$ cat src/logic/fir_pkg.sv
// Shared widths and types of the FIR core. Samples and coefficients are always signed.
// TAP_AW bounds the tap count to 2**TAP_AW - 1 and COUNT_W bounds the samples per frame.
`default_nettype none

package fir_pkg;

  ////////////////////////////////////////
  // Widths
  ////////////////////////////////////////

  // Width of one sample and of one coefficient
  parameter int DATA_W = 16;

  // Address width of the tap memory and the delay line
  parameter int TAP_AW = 5;

  // Width of the sample counter, up to 1023 samples in a frame
  parameter int COUNT_W = 10;

  // A full product plus one guard bit per address bit
  // Summing at most 2**TAP_AW - 1 products cannot overflow this width
  parameter int ACC_W = 2 * DATA_W + TAP_AW;

  ////////////////////////////////////////
  // Sequencer phase
  ////////////////////////////////////////

  // Idle accepts tap writes and start, clear wipes the delay line,
  // calc takes samples and issues the multiply operations
  typedef enum logic [1:0] {
    PH_IDLE  = 2'd0,
    PH_CLEAR = 2'd1,
    PH_CALC  = 2'd2
  } fir_phase_e;

  ////////////////////////////////////////
  // Structs between the blocks
  ////////////////////////////////////////

  // Frame configuration, captured by the sequencer on start
  typedef struct packed {
    logic [TAP_AW-1:0]  tap_num;
    logic [COUNT_W-1:0] data_num;
  } fir_cfg_t;

  // Control that travels with one multiply operation
  typedef struct packed {
    // The operation is real, not a bubble
    logic valid;
    // Tap 0, so the accumulator restarts from this product
    logic first;
    // Final tap, so the sum is complete after this product
    logic last_tap;
    // The sum belongs to the final sample of the frame
    logic last_sample;
  } fir_op_ctl_t;

  // One beat on the output stream
  typedef struct packed {
    logic signed [ACC_W-1:0] sum;
    logic                    last;
  } fir_beat_t;

endpackage

`default_nettype wire

$ cat src/logic/fir_core.sv
// FIR top level, one output beat per input sample of a frame.
// cfg is sampled on start, tap writes are ignored while a frame runs.
`timescale 1ns/1ps
`default_nettype none

module fir_core #(
  parameter int MUL_STAGES = 2
) (
  input  logic                              clk,
  input  logic                              rst_n,
  input  logic                              start,
  input  fir_pkg::fir_cfg_t                 cfg,
  input  logic                              tap_we,
  input  logic [fir_pkg::TAP_AW-1:0]        tap_addr,
  input  logic signed [fir_pkg::DATA_W-1:0] tap_wdata,
  input  logic                              in_valid,
  input  logic signed [fir_pkg::DATA_W-1:0] in_data,
  input  logic                              out_ready,
  output logic                              done,
  output logic                              in_ready,
  output logic                              out_valid,
  output fir_pkg::fir_beat_t                out_beat
);
  import fir_pkg::*;

  logic                     tap_we_ok;
  logic                     shift_en;
  logic                     clr_en;
  logic [TAP_AW-1:0]        clr_addr;
  logic [TAP_AW-1:0]        rd_addr;
  fir_op_ctl_t              op;
  logic                     op_ready;
  logic signed [DATA_W-1:0] coef;
  logic signed [DATA_W-1:0] sample;

  ////////////////////////////////////////
  // Control
  ////////////////////////////////////////

  // The MAC's done pulse also returns the sequencer to idle
  fir_sequencer u_sequencer (
    .clk        (clk),
    .rst_n      (rst_n),
    .start      (start),
    .cfg        (cfg),
    .tap_we     (tap_we),
    .in_valid   (in_valid),
    .op_ready   (op_ready),
    .frame_done (done),
    .tap_we_ok  (tap_we_ok),
    .in_ready   (in_ready),
    .shift_en   (shift_en),
    .clr_en     (clr_en),
    .clr_addr   (clr_addr),
    .rd_addr    (rd_addr),
    .op         (op)
  );

  ////////////////////////////////////////
  // Storage
  ////////////////////////////////////////

  fir_tap_ram u_tap_ram (
    .clk   (clk),
    .rst_n (rst_n),
    .we    (tap_we_ok),
    .waddr (tap_addr),
    .wdata (tap_wdata),
    .raddr (rd_addr),
    .coef  (coef)
  );

  fir_delay_line u_delay_line (
    .clk      (clk),
    .rst_n    (rst_n),
    .shift_en (shift_en),
    .din      (in_data),
    .clr_en   (clr_en),
    .clr_addr (clr_addr),
    .raddr    (rd_addr),
    .sample   (sample)
  );

  ////////////////////////////////////////
  // Datapath
  ////////////////////////////////////////

  fir_mac #(
    .MUL_STAGES (MUL_STAGES)
  ) u_mac (
    .clk        (clk),
    .rst_n      (rst_n),
    .op         (op),
    .coef       (coef),
    .sample     (sample),
    .out_ready  (out_ready),
    .op_ready   (op_ready),
    .out_valid  (out_valid),
    .out_beat   (out_beat),
    .frame_done (done)
  );

endmodule

`default_nettype wire

$ cat src/logic/fir_delay_line.sv
// Sample history, entry k holds the sample from k inputs ago.
// No reset, the clear phase of every frame zeroes the entries that are read.
`timescale 1ns/1ps
`default_nettype none

module fir_delay_line (
  input  logic                              clk,
  input  logic                              rst_n,
  input  logic                              shift_en,
  input  logic signed [fir_pkg::DATA_W-1:0] din,
  input  logic                              clr_en,
  input  logic [fir_pkg::TAP_AW-1:0]        clr_addr,
  input  logic [fir_pkg::TAP_AW-1:0]        raddr,
  output logic signed [fir_pkg::DATA_W-1:0] sample
);
  import fir_pkg::*;

  localparam int DEPTH = 2 ** TAP_AW;

  logic signed [DATA_W-1:0] mem [DEPTH];

  ////////////////////////////////////////
  // Shift and clear
  ////////////////////////////////////////

  // A new sample lands at entry 0 and the oldest entry falls off the top
  // Entries at or above tap_num are never read, so their content does not matter
  always_ff @(posedge clk) begin
    if (shift_en) begin
      mem[0] <= din;
      for (int i = 1; i < DEPTH; i++) begin
        mem[i] <= mem[i-1];
      end
    end else if (clr_en) begin
      // One entry per cycle during the clear phase
      mem[clr_addr] <= '0;
    end
  end

  ////////////////////////////////////////
  // Read
  ////////////////////////////////////////

  // Asynchronous read at the tap address of the current operation
  assign sample = mem[raddr];

  // Clear only runs in the clear phase and shifting only in calc
  // Both at once would mean the sequencer phases overlap
  a_no_shift_during_clear: assert property (
    @(posedge clk) disable iff (!rst_n)
    !(shift_en && clr_en)
  ) else $error("delay line shifted during clear");

endmodule

`default_nettype wire

$ cat src/logic/fir_mac.sv
// Pipelined signed multiply and accumulate with one output register.
// MUL_STAGES runs from 1 to 4, a full output that is not taken stalls the pipeline.
`timescale 1ns/1ps
`default_nettype none

module fir_mac #(
  parameter int MUL_STAGES = 2
) (
  input  logic                              clk,
  input  logic                              rst_n,
  input  fir_pkg::fir_op_ctl_t              op,
  input  logic signed [fir_pkg::DATA_W-1:0] coef,
  input  logic signed [fir_pkg::DATA_W-1:0] sample,
  input  logic                              out_ready,
  output logic                              op_ready,
  output logic                              out_valid,
  output fir_pkg::fir_beat_t                out_beat,
  output logic                              frame_done
);
  import fir_pkg::*;

  localparam int PROD_W = 2 * DATA_W;

  if ((MUL_STAGES < 1) || (MUL_STAGES > 4)) begin : g_bad_stages
    $error("fir_mac: MUL_STAGES must lie between 1 and 4");
  end

  logic signed [PROD_W-1:0] prod;
  logic signed [PROD_W-1:0] prod_q [MUL_STAGES];
  fir_op_ctl_t              ctl_q  [MUL_STAGES];
  fir_op_ctl_t              tail;
  logic signed [ACC_W-1:0]  prod_ext;
  logic signed [ACC_W-1:0]  acc_q;
  logic signed [ACC_W-1:0]  acc_base;
  logic signed [ACC_W-1:0]  acc_sum;
  logic                     sum_done;
  logic                     out_take;
  logic                     stall;

  ////////////////////////////////////////
  // Stall
  ////////////////////////////////////////

  // Only a finished sum needs the output register, partial sums keep flowing
  assign tail     = ctl_q[MUL_STAGES-1];
  assign sum_done = tail.valid && tail.last_tap;
  assign out_take = out_valid && out_ready;
  assign stall    = out_valid && !out_ready && sum_done;
  assign op_ready = !stall;

  ////////////////////////////////////////
  // Multiplier pipeline
  ////////////////////////////////////////

  // Behavioural multiply, the stages after it let synthesis retime the array
  assign prod = coef * sample;

  always_ff @(posedge clk or negedge rst_n) begin
    if (!rst_n) begin
      for (int i = 0; i < MUL_STAGES; i++) begin
        ctl_q[i] <= '0;
      end
    end else if (!stall) begin
      ctl_q[0] <= op;
      for (int i = 1; i < MUL_STAGES; i++) begin
        ctl_q[i] <= ctl_q[i-1];
      end
    end
  end

  always_ff @(posedge clk) begin
    if (!stall) begin
      prod_q[0] <= prod;
      for (int i = 1; i < MUL_STAGES; i++) begin
        prod_q[i] <= prod_q[i-1];
      end
    end
  end

  ////////////////////////////////////////
  // Accumulator
  ////////////////////////////////////////

  // Sign extension of the product to the guard bits
  assign prod_ext = {{(ACC_W - PROD_W){prod_q[MUL_STAGES-1][PROD_W-1]}}, prod_q[MUL_STAGES-1]};
  // The first tap drops whatever the previous sum left behind
  assign acc_base = tail.first ? '0 : acc_q;
  assign acc_sum  = acc_base + prod_ext;

  always_ff @(posedge clk) begin
    if (!stall && tail.valid) begin
      acc_q <= acc_sum;
    end
  end

  ////////////////////////////////////////
  // Output register and done
  ////////////////////////////////////////

  // Loads in the same cycle as a transfer, so back to back sums need no bubble
  always_ff @(posedge clk or negedge rst_n) begin
    if (!rst_n) begin
      out_valid  <= 1'b0;
      frame_done <= 1'b0;
    end else begin
      if (sum_done && !stall) begin
        out_valid <= 1'b1;
      end else if (out_take) begin
        out_valid <= 1'b0;
      end
      frame_done <= out_take && out_beat.last;
    end
  end

  always_ff @(posedge clk) begin
    if (sum_done && !stall) begin
      out_beat.sum  <= acc_sum;
      out_beat.last <= tail.last_sample;
    end
  end

  // A beat that is offered stays offered and unchanged until it is taken
  a_beat_stable: assert property (
    @(posedge clk) disable iff (!rst_n)
    out_valid && !out_ready |=> out_valid && $stable(out_beat)
  ) else $error("out_beat changed under back-pressure");

endmodule

`default_nettype wire

$ cat src/logic/fir_sequencer.sv
// Phase control of the FIR core. tap_num and data_num must both be at least 1.
// Tap writes pass only while idle, and the cycle that ends a frame counts as idle.
`timescale 1ns/1ps
`default_nettype none

module fir_sequencer (
  input  logic                       clk,
  input  logic                       rst_n,
  input  logic                       start,
  input  fir_pkg::fir_cfg_t          cfg,
  input  logic                       tap_we,
  input  logic                       in_valid,
  input  logic                       op_ready,
  input  logic                       frame_done,
  output logic                       tap_we_ok,
  output logic                       in_ready,
  output logic                       shift_en,
  output logic                       clr_en,
  output logic [fir_pkg::TAP_AW-1:0] clr_addr,
  output logic [fir_pkg::TAP_AW-1:0] rd_addr,
  output fir_pkg::fir_op_ctl_t       op
);
  import fir_pkg::*;

  fir_phase_e         phase_q;
  fir_phase_e         phase_d;
  fir_cfg_t           cfg_q;
  logic [TAP_AW-1:0]  clr_cnt;
  logic [TAP_AW-1:0]  tap_cnt;
  logic [COUNT_W-1:0] sample_cnt;
  logic               issuing;
  logic [TAP_AW-1:0]  tap_last;
  logic [COUNT_W-1:0] sample_last;
  logic               idle;
  logic               launch;
  logic               clr_done;
  logic               op_fire;

  assign tap_last    = cfg_q.tap_num - 1'b1;
  assign sample_last = cfg_q.data_num - 1'b1;

  // The done cycle already behaves as idle, so a new start is not lost there
  assign idle     = (phase_q == PH_IDLE) || ((phase_q == PH_CALC) && frame_done);
  assign launch   = idle && start;
  assign clr_done = (phase_q == PH_CLEAR) && (clr_cnt == tap_last);
  assign op_fire  = op.valid && op_ready;

  ////////////////////////////////////////
  // Phase machine
  ////////////////////////////////////////

  always_comb begin
    phase_d = phase_q;
    if (launch) begin
      phase_d = PH_CLEAR;
    end else if (clr_done) begin
      phase_d = PH_CALC;
    end else if ((phase_q == PH_CALC) && frame_done) begin
      phase_d = PH_IDLE;
    end
  end

  always_ff @(posedge clk or negedge rst_n) begin
    if (!rst_n) begin
      phase_q <= PH_IDLE;
      cfg_q   <= '0;
      clr_cnt <= '0;
    end else begin
      phase_q <= phase_d;
      if (launch) begin
        cfg_q <= cfg;
      end
      // Counts the clear cycles and parks at zero in every other phase
      if (phase_q == PH_CLEAR) begin
        clr_cnt <= clr_cnt + 1'b1;
      end else begin
        clr_cnt <= '0;
      end
    end
  end

  ////////////////////////////////////////
  // Sample and tap counters
  ////////////////////////////////////////

  // Calc alternates between waiting for a sample and issuing its taps
  // Counters hold in any cycle where the MAC refuses the operation
  always_ff @(posedge clk or negedge rst_n) begin
    if (!rst_n) begin
      issuing    <= 1'b0;
      tap_cnt    <= '0;
      sample_cnt <= '0;
    end else if (launch) begin
      issuing    <= 1'b0;
      tap_cnt    <= '0;
      sample_cnt <= '0;
    end else if (shift_en) begin
      issuing <= 1'b1;
      tap_cnt <= '0;
    end else if (op_fire) begin
      if (op.last_tap) begin
        issuing    <= 1'b0;
        tap_cnt    <= '0;
        sample_cnt <= sample_cnt + 1'b1;
      end else begin
        tap_cnt <= tap_cnt + 1'b1;
      end
    end
  end

  ////////////////////////////////////////
  // Outputs
  ////////////////////////////////////////

  // No more samples once data_num have been taken in
  assign in_ready = (phase_q == PH_CALC) && !issuing && (sample_cnt != cfg_q.data_num);
  assign shift_en = in_ready && in_valid;

  assign clr_en   = (phase_q == PH_CLEAR);
  assign clr_addr = clr_cnt;

  // Tap k is paired with delay entry k through the shared address
  assign rd_addr = tap_cnt;

  assign op.valid       = (phase_q == PH_CALC) && issuing;
  assign op.first       = (tap_cnt == '0);
  assign op.last_tap    = (tap_cnt == tap_last);
  assign op.last_sample = (sample_cnt == sample_last);

  // The coefficient store may only change while no frame reads it
  assign tap_we_ok = tap_we && idle;

  // A taken sample starts its operations in the next cycle with tap 0
  a_shift_starts_taps: assert property (
    @(posedge clk) disable iff (!rst_n)
    shift_en |=> op.valid && op.first
  ) else $error("sample taken without starting its taps");

  // Every issued operation belongs to a sample that was taken in this frame
  a_op_calc: assert property (
    @(posedge clk) disable iff (!rst_n)
    op.valid |-> (phase_q == PH_CALC) && (sample_cnt < cfg_q.data_num)
  ) else $error("operation issued outside calc");

endmodule

`default_nettype wire

$ cat src/logic/fir_tap_ram.sv
// Coefficient store with a synchronous write and an asynchronous read.
// Every entry clears on reset, so taps never written add nothing to a sum.
`timescale 1ns/1ps
`default_nettype none

module fir_tap_ram (
  input  logic                              clk,
  input  logic                              rst_n,
  input  logic                              we,
  input  logic [fir_pkg::TAP_AW-1:0]        waddr,
  input  logic signed [fir_pkg::DATA_W-1:0] wdata,
  input  logic [fir_pkg::TAP_AW-1:0]        raddr,
  output logic signed [fir_pkg::DATA_W-1:0] coef
);
  import fir_pkg::*;

  localparam int DEPTH = 2 ** TAP_AW;

  // One coefficient per address, built from flops
  logic signed [DATA_W-1:0] mem [DEPTH];

  ////////////////////////////////////////
  // Write port
  ////////////////////////////////////////

  // The write enable arrives already qualified with the idle phase
  always_ff @(posedge clk or negedge rst_n) begin
    if (!rst_n) begin
      for (int i = 0; i < DEPTH; i++) begin
        mem[i] <= '0;
      end
    end else if (we) begin
      mem[waddr] <= wdata;
    end
  end

  ////////////////////////////////////////
  // Read port
  ////////////////////////////////////////

  // Combinational read, so the coefficient lines up with the delay line entry
  assign coef = mem[raddr];

endmodule

`default_nettype wire

$ cat config.mk
export PLATFORM = sky130hd
export DESIGN_NAME = fir_core
export DESIGN_NICKNAME = d
export VERILOG_FILES = /design/src/logic/fir_pkg.sv /design/src/logic/fir_core.sv /design/src/logic/fir_delay_line.sv /design/src/logic/fir_mac.sv /design/src/logic/fir_sequencer.sv /design/src/logic/fir_tap_ram.sv
export SDC_FILE = /design/constraint.sdc
export NUM_CORES = 2
export LEC_CHECK = 0
export ABC_CLOCK_PERIOD_IN_PS = 21700
export BUFFER_PORTS_ARGS = -buffer_cell sky130_fd_sc_hd__buf_4
export CELL_PAD_IN_SITES_DETAIL_PLACEMENT = 1
export CELL_PAD_IN_SITES_GLOBAL_PLACEMENT = 1
export CORE_MARGIN = 1
export CORE_UTILIZATION = 56
export CTS_CLUSTER_DIAMETER = 40
export DETAILED_ROUTE_END_ITERATION = 16
export GPL_TIMING_DRIVEN = 0
export PLACE_DENSITY_LB_ADDON = 0.12
export SETUP_SLACK_MARGIN = 0.4
export SYNTH_ARGS = -nofsm -noshare
export SYNTH_HDL_FRONTEND = slang
export SYNTH_HIERARCHICAL = 1
export SYNTH_SLANG_ARGS = --single-unit
export TNS_END_PERCENT = 30
$ cat constraint.sdc
create_clock -name clk -period 21.7 [get_ports clk]
set_input_delay 1.085 -clock clk [delete_from_list [all_inputs] [get_ports clk]]
set_output_delay 1.085 -clock clk [all_outputs]
set_load 0.01 [all_outputs]
==> out/metrics.yaml <==
outcome:
  outcome: "completed"
clocking:
  clk_latency_ns: 0.80
  clock_path_buffers: 3
  postCtsSetupRepairBufs: 0
  post_cts_resized: 0
  htree_levels: 4
  cts.clk_slew.worst_paths_ns: 0.06
  cts-root-buf: "clkbuf_16"
  ctsHoldBuffers: 0
  cts_tree: "done"
  clock_sinks: 1211
  cts_buffers: 163
route:
  vias: 46500
  drtAntennaViolNets: 0
  vias_per_cell: 6.01
  drc: 0
  first_pass_iters: 6
  routed_wl_mm: 195
  avgRoutedWirePerCell_um: 25.3
  drt_iter0_drc: 2964
synth:
  synth-warning-count: 6
  ys_async_sr_fraction_pct: 46.2
  synth-edff-count: 139
  syn_nets: 6246
  synthCells: 5801
  avgSynthCellArea_um2: 11.3
  synth_commonest_cells: "1,028 x mux2i_1, 583 x nor2_1, 560 x dfrtp_1"
  yosysTopAreaCellShare_pct: 21.4
  synth.yosys.seq_area_share_pct: 43.4
  synthTopCellsByArea: "dfrtp_1 21%, mux2i_1 16%, dfxtp_1 16%"
  synthesis.area_mm2: 0.0656
  dominantRegCellSynth: "dfrtp_1"
  ys_ff_latch: 1211
  post-synth-top-count-cell: "mux2i_1"
  synth.distinct_cells: 93
  synth_top_cell_by_area: "dfrtp_1"
setup_path:
  path_common_cell: "fa_1"
  worstSetupStartpointType: "flip-flop"
  cpPeakStageDelay_ns: 0.84
  critPathKind: "reg -> reg"
  crit_buf_inv: 5
  reg2reg_depth: 24
  end_kind: "flip-flop"
  cp.arrival_ns: 11.02
  r2r_slack_ns: 11.18
  reg2reg_from: "u_sequencer/rd_addr[0]"
  worstPathRequired_ns: 22.20
  crit_chain: "nor2_1, buf_2, buf_2, a22oi_1, nand3_1, nand3_1, clkbuf_1, nand2_1, inv_1, fa_1, fa_1, fa_1, fa_1, fa_1, fa_1, ha_1, clkbuf_1, and3_1, nand4_1, or3_1, nor3_1, o31ai_1, a21o_1, o311ai_0"
  crit_slowest_cell: "fa_1"
  r2r_end: "u_mac/prod_q[0][30]"
  critical_path.top_delay_family: "adder cells"
  crit_start: "u_sequencer/rd_addr[0]"
  cp_max_fo: 12
timing:
  worstMarginPinSlew_ns: 1.17
  tns_ns: 0
  rsz0062_at_grt: "false"
  setup_viol: 0
  min_period_over_period_pct: 48.5
  relSlewSlack_pct: 21.4
  clock.fmax_mhz: 95.0
  final-hold-violation-count: 0
  whs_ns: 0.279
  maxSlewViolCount: 0
  min_period_ns: 10.52
  fin_worst_skew_ns: 0.0483
placement:
  finalWeightedCongestion: 0.887
  post-dp-hpwl_mm: 142
  placed_area_mm2: 0.0684
  portBuffers: 94
global_route:
  grt_pass1_vias: 51600
  grt_overflow_total: 0
  grt_pass1_wl_mm: 304
  antenna_found_initial: 4
  gr-usage-all-layers_pct: 33.3
  grt_max_degree: 117
cells_and_area:
  layout.nets: 6514
  fin_area_mm2: 0.0742
  n_fill_cell: 11900
  fin_util_pct: 63.9
  drive_above_1_share_pct: 19.5
  area_delta_synth_final_pct: 13.2
floorplan:
  die_w_um: 344
  die_y_um: 344
  core-area_mm2: 0.116
  initial_core_util_pct: 56.4
  num_io_pins: 99
  row_count: 125
  dieArea_mm2: 0.118
worst_hold_path:
  min_path_type: "in -> async"
run:
  drv_cap: 0
-- cell type report --
type	instances	area, um2	area share (%)
Timing Repair Buffer	103	926	1.25
Buffer	366	1860	2.51
Clock buffer	212	4570	6.16
Antenna cell	1	2.50	0.00337
Clock inverter	92	1200	1.62
Sequential cell	1211	28400	38.3
Tap cell	1524	1910	2.57
Multi-Input combinational cell	3917	34100	46.0
Inverter	307	1150	1.55
-- metrics by stage --
stage	setup WS, ns	cells
after detailed placement	11.31	7428
final	11.18	7733
after global placement	11.60	7419
after floorplan	14.18	5801
after global routing	10.86	7732
after CTS	11.30	7732
-- layer usage --
metal	share of wire (%)	global-route usage [%]	wire length, um
met5	0.010	0	20
met4	4.1	14.3	8060
met3	4.1	4.64	7910
met2	50	56.9	96800
met1	42	42.3	82500
-- worst register-to-register path, delay by kind of cell (launching register included) --
kind | cells | cell delay (ns)
buf+inv | 5 | 1.74
compound gates | 4 | 1.19
fa+ha+maj | 7 | 3.74
flops | 1 | 0.53
simple gates | 8 | 3.02
-- sequential cells by signal, summed over array words and instances, names as in the netlist --
signal,flops
u_sequencer/phase_q,2
u_mac/out_valid,1
u_sequencer/clr_addr,5
u_sequencer/cfg_q,15
u_mac/prod_q,64
u_sequencer/issuing,1
u_mac/out_beat,38
u_mac/frame_done,1
u_mac/acc_q,37
u_sequencer/rd_addr,5
u_mac/ctl_q,8
u_delay_line/mem,512
u_tap_ram/mem,512
u_sequencer/sample_cnt,10
-- logic make-up after synthesis --
kind of cell             Yosys count  synth area share, %
buffers and inverters            673                 4.60
AO/OA/AOI/OAI                    496                 5.26
AND/OR/NAND/NOR                 1392                 10.5
adder cells (fa/ha/maj)          387                 10.4
flip-flops                      1211                 43.4
multiplexers                    1546                 24.6
XOR/XNOR                          96                 1.28
-- how the worst max path moves through the flow --
stage,end,slack [ns],cells past startpoint
floorplan,u_mac/prod_q[0][30],14.18,27
global placement,u_mac/prod_q[0][30],11.60,24
detailed placement,u_mac/prod_q[0][30],11.31,24
CTS,u_mac/prod_q[0][30],11.30,24
global route,u_mac/prod_q[0][30],10.86,24
finish,u_mac/prod_q[0][30],11.18,24
-- cells in the final DEF (no fill, tap or decap), types with 57 or more instances in the layout --
cell type,instances
a21oi_1,124
a22o_1,64
a22oi_1,128
and2_1,136
buf_2,149
buf_4,141
clkbuf_1,167
clkbuf_16,167
dfrtp_1,560
dfxtp_1,512
edfxtp_1,139
fa_1,263
ha_1,124
inv_1,306
mux2_2,511
mux2i_1,1028
nand2_1,266
nand3_1,84
nor2_1,582
nor3_1,57
xnor2_1,58
Power is left out: the tool's default activity adds up to more than one toggle a clock period on the data nets, which glitch-free logic cannot reach.
